<file path="src/rtl/lsq_pkg.sv">
package lsq_pkg;

    localparam int MEM_QUEUE_DEPTH = 8;                   // power of two
    localparam int MQ_IDX_WIDTH    = $clog2(MEM_QUEUE_DEPTH);
    localparam int ROB_ADDR_WIDTH  = 6;
    localparam int PHYS_REG_WIDTH  = 6;

    typedef enum logic [6:0] {
        op_b_load  = 7'b0000011,
        op_b_store = 7'b0100011
    } opcode_t;

    typedef enum logic [2:0] {
        load_f3_lb  = 3'b000,
        load_f3_lh  = 3'b001,
        load_f3_lw  = 3'b010,
        load_f3_lbu = 3'b100,
        load_f3_lhu = 3'b101
    } load_f3_t;

    typedef enum logic [2:0] {
        store_f3_sb = 3'b000,
        store_f3_sh = 3'b001,
        store_f3_sw = 3'b010
    } store_f3_t;

    typedef struct packed {
        logic [11:0] imm_11_0;
        logic [4:0]  rs1;
        logic [2:0]  funct3;
        logic [4:0]  rd;
        opcode_t     opcode;
    } i_type_t;

    typedef struct packed {
        logic [6:0]  imm_11_5;
        logic [4:0]  rs2;
        logic [4:0]  rs1;
        logic [2:0]  funct3;
        logic [4:0]  imm_4_0;
        opcode_t     opcode;
    } s_type_t;

    // one word seen in load or store layout
    typedef union packed {
        i_type_t i_view;
        s_type_t s_view;
    } inst_u;

    typedef struct packed {
        logic                       valid;
        logic                       addr_ready;
        inst_u                      inst;
        opcode_t                    opcode;
        logic [2:0]                 funct3;
        logic [PHYS_REG_WIDTH-1:0]  pd_s;
        logic [4:0]                 rd_s;
        logic [ROB_ADDR_WIDTH-1:0]  rob_num;
        logic [31:0]                addr;
        logic [1:0]                 shift_bits;   // byte offset in word
        logic [31:0]                store_wdata;
        logic [31:0]                rs1_rdata;
        logic [31:0]                rs2_rdata;
        logic [3:0]                 rmask;        // filled at request time
        logic [3:0]                 wmask;
        logic [31:0]                wdata;
    } lsq_entry_t;

    typedef struct packed {
        logic                       valid;
        logic [ROB_ADDR_WIDTH-1:0]  rob_idx;
        logic [PHYS_REG_WIDTH-1:0]  pd_s;
        logic [4:0]                 rd_s;
        logic [31:0]                rd_v;
        logic [31:0]                inst;
        logic [31:0]                addr;
        logic [3:0]                 rmask;
        logic [3:0]                 wmask;
        logic [31:0]                rdata;
        logic [31:0]                wdata;
        logic [31:0]                rs1_rdata;
        logic [31:0]                rs2_rdata;
    } cdb_t;

    typedef struct packed {
        logic                       valid;
        logic [MQ_IDX_WIDTH-1:0]    idx;
        logic [31:0]                addr;
        logic [31:0]                store_wdata;
        logic [31:0]                rs1_rdata;
        logic [31:0]                rs2_rdata;
    } agu_update_t;

endpackage : lsq_pkg

</file>
<file path="src/rtl/address_gen_unit.sv">
`timescale 1ns/100ps

module address_gen_unit (
    input  logic                              clk,
    input  logic                              rst,
    input  logic                              issue_valid,
    input  logic [lsq_pkg::MQ_IDX_WIDTH-1:0]  issue_idx,
    input  lsq_pkg::inst_u                    issue_inst,
    input  logic [31:0]                       rs1_rdata,
    input  logic [31:0]                       rs2_rdata,
    output lsq_pkg::agu_update_t              agu_update
);
    import lsq_pkg::*;

    logic [31:0] imm;

    // S-type splits the immediate around rd
    always_comb begin
        if (issue_inst.s_view.opcode == op_b_store) begin
            imm = {{20{issue_inst.s_view.imm_11_5[6]}},
                   issue_inst.s_view.imm_11_5,
                   issue_inst.s_view.imm_4_0};
        end else begin
            imm = {{20{issue_inst.i_view.imm_11_0[11]}}, issue_inst.i_view.imm_11_0};
        end
    end

    always_ff @(posedge clk) begin
        if (rst) begin
            agu_update.valid <= 1'b0;
        end else begin
            agu_update.valid <= issue_valid;
        end
        agu_update.idx         <= issue_idx;
        agu_update.addr        <= rs1_rdata + imm;   // effective address
        agu_update.store_wdata <= rs2_rdata;
        agu_update.rs1_rdata   <= rs1_rdata;
        agu_update.rs2_rdata   <= rs2_rdata;
    end

endmodule : address_gen_unit

</file>
<file path="config.mk">
export PLATFORM = sky130hd
export DESIGN_NAME = address_gen_unit
export DESIGN_NICKNAME = d
export VERILOG_FILES = /design/src/rtl/lsq_pkg.sv /design/src/rtl/address_gen_unit.sv
export SDC_FILE = /design/constraint.sdc
export NUM_CORES = 1
export LEC_CHECK = 0
export ABC_AREA = 1
export ABC_CLOCK_PERIOD_IN_PS = 6000
export BUFFER_PORTS_ARGS = -buffer_cell sky130_fd_sc_hd__buf_2
export CAP_MARGIN = 20
export CORE_ASPECT_RATIO = 1.4
export CORE_MARGIN = 2
export CORE_UTILIZATION = 50
export DETAILED_ROUTE_END_ITERATION = 10
export PLACE_DENSITY = 0.88
export SYNTH_ARGS = -nofsm -noshare
export SYNTH_HDL_FRONTEND = slang
export SYNTH_SLANG_ARGS = --single-unit
</file>
<file path="constraint.sdc">
create_clock -name clk -period 6 [get_ports clk]
set_clock_uncertainty 0.2 [all_clocks]
set_input_delay 0.3 -clock clk [delete_from_list [all_inputs] [get_ports clk]]
set_output_delay 0.3 -clock clk [all_outputs]
set_load 0.005 [all_outputs]
</file>
==> out/qor.csv <==
stage,metric,value,unit
placement,port bufs,225,
logic_synthesis,Mapped Nets,783,
min_path,Min-Delay Path Class,input pin to flip-flop,
clocking,Clock Pin Slew Worst Setup and Hold Paths,0.07,ns
finish,Synth-to-Final Area Change,43.3,%
finish,multi-input combinational cell area,0.00200,mm^2
power,Max VDD drop,0.153,mV
logic_synthesis,post-synthesis cell type count,22,
die,Die ar.,0.0102,mm^2
logic_synthesis,synthesized area,0.00470,mm^2
critical_path,crit path kind,input pin to flip-flop,
route,Post-DRT Antenna Nets,0,
finish,largest register by flop count,agu_update,
sta,fmax,365,MHz
clocking,cell chosen for the clock root,clkbuf_16,
die,I/O pin count,234,
clocking,CTS tree,built,
placement,pre-CTS setup slack,2.91,ns
power,P_leak,3.97,nW
route,Vias/cell,4.72,
global_route,number of global-route vias before repair,4949,
route,Starting DRT DRC Count,169,
job,Max Cap Violations,0,
min_path,Worst Hold Path EP,agu_update[96],
sta,Final Setup Violations,0,
logic_synthesis,Mapped Cells,649,
finish,fraction of layout cells with a size suffix above 1,27.1,%
clocking,CTS resizes,0,
route,vias,4888,
global_route,grt total ovfl,0,
critical_path,"Slowest-stage cell, CP",fa_1,
status,run status,completed,
placement,Detail Placement HPWL,10700,um
critical_path,CP max FO,6,
clocking,CTS H-tree lvls,3,
route,drt total wl,14500,um
global_route,GRT Overall Usage,28.3,%
die,Cell Rows,41,
critical_path,Worst Setup SP,issue_inst[4],
finish,Top Registers,agu_update: 100 flops,
clocking,postcts setup bufs,0,
route,DR WL/cell,14.0,um
critical_path,sum of buffers and inverters on the critical path,3,
sta,Final Critical Period,2.74,ns
critical_path,Critical Path Most Common Cell,nand3_1,
critical_path,CP Launch Type,input pin,
logic_synthesis,Mean Syn Cell Area,7.24,um^2
critical_path,CP cell instances,"buf_2, nor3b_1, nand4_1, mux2_2, ha_1, inv_1, fa_1, inv_1, nand3_1, nand3_1, nand3_1, nand3_1, nand2_1, nand3_1, nand2_1",
placement,Placer Congestion,0.952,
critical_path,CP Capture Type,flip-flop,
die,Die Wd,85.9,um
sta,Rel. slew slack,67.1,%
critical_path,Critical Path RT,6.05,ns
die,area of the core,0.00908,mm^2
global_route,initial antenna violation count,2,
sta,Setup WS post-layout,3.26,ns
power,Power Density,261,mW/mm^2
clocking,clock sinks,100,
logic_synthesis,sequential element share of the synthesized area,42.6,%
critical_path,crit path DAT,2.79,ns
logic_synthesis,"FF+latch count, synth",100,
die,Die H,119,um
route,# DRC,0,
logic_synthesis,Yosys warnings,0,
sta,final hold vios,0,
critical_path,Top delay family on crit path,simple AND/OR/NAND/NOR gates,
critical_path,Max stage delay on crit path,0.43,ns
power,Tot Pwr,1.76,mW
sta,final critical-path share of the clock period,45.7,%
sta,Setup TNS Final,0,ns
global_route,first-pass GRT wire length,22200,um
sta,Slew @ Worst Pin,0.494,ns
clocking,cts hold-fix bufs,69,
min_path,hold path cells,3,
finish,Final #Nets,1056,
finish,max FFs per register,100,
die,initial core utilization,51.7,%
global_route,largest net degree at the start of global routing,22,
finish,FF+latch area,0.00200,mm^2
sta,fin. max-slew vios,0,
sta,unrepaired setup endpoints after global routing,no,
clocking,TritonCTS Buffers,9,
finish,fillers,703,
clocking,Clock Path Buffers,2,
route,first drt pass iteration count,4,
min_path,hold path startpoint,issue_inst[20],
-- worst min-delay path: stages --
cell    delay [ns]
buf_2         0.08
mux2_2        0.14
ha_1          0.11
-- cell type report --
cell class | count | share of cell area [%]
Sequential cell | 100 | 29.7
Multi-Input combinational cell | 396 | 29.7
Timing Repair Buffer | 294 | 27.0
Inverter | 121 | 6.75
Clock buffer | 9 | 3.35
Tap cell | 107 | 1.99
Clock inverter | 7 | 1.39
Antenna cell | 2 | 0.0744
-- stage by stage --
stage | utilization [%] | instance area (um^2) | hold slack (ns) | cells
4_1_cts | 74.1 | 6730 | 0.0972 | 1034
2_1_floorplan | - | 4700 | 0.128 | 649
6_report | 74.1 | 6730 | 0.107 | 1036
5_1_grt | 74.1 | 6730 | 0.123 | 1036
3_3_place_gp | 62.9 | 5720 | 0.202 | 949
3_5_place_dp | 62.9 | 5720 | 0.204 | 949
-- where the power goes --
part	internal, mW	switching [mW]
Combinational	0.181	0.215
Sequential	0.731	0.0194
Clock	0.335	0.274
Total	1.25	0.508
-- worst max-delay path by stage --
stage | end | slack [ns] | cells after the start
2_1_floorplan | agu_update[124] | 3.48 | 14
5_1_grt | agu_update[116] | 3.11 | 16
6_report | agu_update[124] | 3.26 | 15
3_3_place_gp | agu_update[124] | 3.02 | 15
4_1_cts | agu_update[124] | 3.26 | 15
3_5_place_dp | agu_update[124] | 2.91 | 15
-- cell usage after synthesis --
master	count	area, um^2
a21o_1	1	7.51
a21oi_1	21	105
buf_4	32	240
dfxtp_1	100	2000
fa_1	1	20.0
ha_1	31	388
inv_1	121	454
mux2_2	4	45.0
nand2_1	235	882
nand2_2	4	25.0
nand3_1	26	130
nand3_2	1	10.0
nand4_1	6	37.5
nor2_1	42	158
nor3_1	3	15.0
nor3b_1	1	7.51
o21ai_0	1	5.00
o21bai_1	2	15.0
o21bai_2	1	11.3
or2_1	1	6.26
xnor2_1	3	26.3
xor2_1	12	105
-- cell usage in the layout, fill, tap and decap left out, types with 2 or more instances in the layout --
| cell type | Yosys | layout |
|---|---|---|
| nand2_1 | 235 | 235 |
| diode_2 | 0 | 2 |
| ha_1 | 31 | 31 |
| o21bai_1 | 2 | 2 |
| nor2_1 | 42 | 42 |
| inv_1 | 121 | 121 |
| clkbuf_16 | 0 | 9 |
| dfxtp_1 | 100 | 100 |
| dlygate4sd3_1 | 0 | 69 |
| xor2_1 | 12 | 12 |
| nand4_1 | 6 | 6 |
| mux2_2 | 4 | 4 |
| a21oi_1 | 21 | 21 |
| nand2_2 | 4 | 4 |
| buf_2 | 0 | 225 |
| nor3_1 | 3 | 3 |
| xnor2_1 | 3 | 3 |
| inv_8 | 0 | 2 |
| nand3_1 | 26 | 26 |
-- cells by family (layout without fill, tap and decap cells) --
group,Yosys count,count (layout),share of synthesized area [%]
mux,4,4,0.959
other cells,0,2,0
flops,100,100,42.6
simple gates,319,319,27.1
fa+ha+maj,32,32,8.69
xor+xnor,15,15,2.80
buf+inv,153,431,14.8
compound gates,26,26,3.06
-- routing by layer --
layer / part of all wire (%) / global-route usage [%] / routed length, um
met3: 7.7 / 4.75 / 1120
met5: 0.24 / 4.81 / 35
met2: 54 / 56.3 / 7920
met1: 33 / 25.7 / 4840
met4: 4.2 / 15.0 / 608
Power figures use the tool's default switching activity.
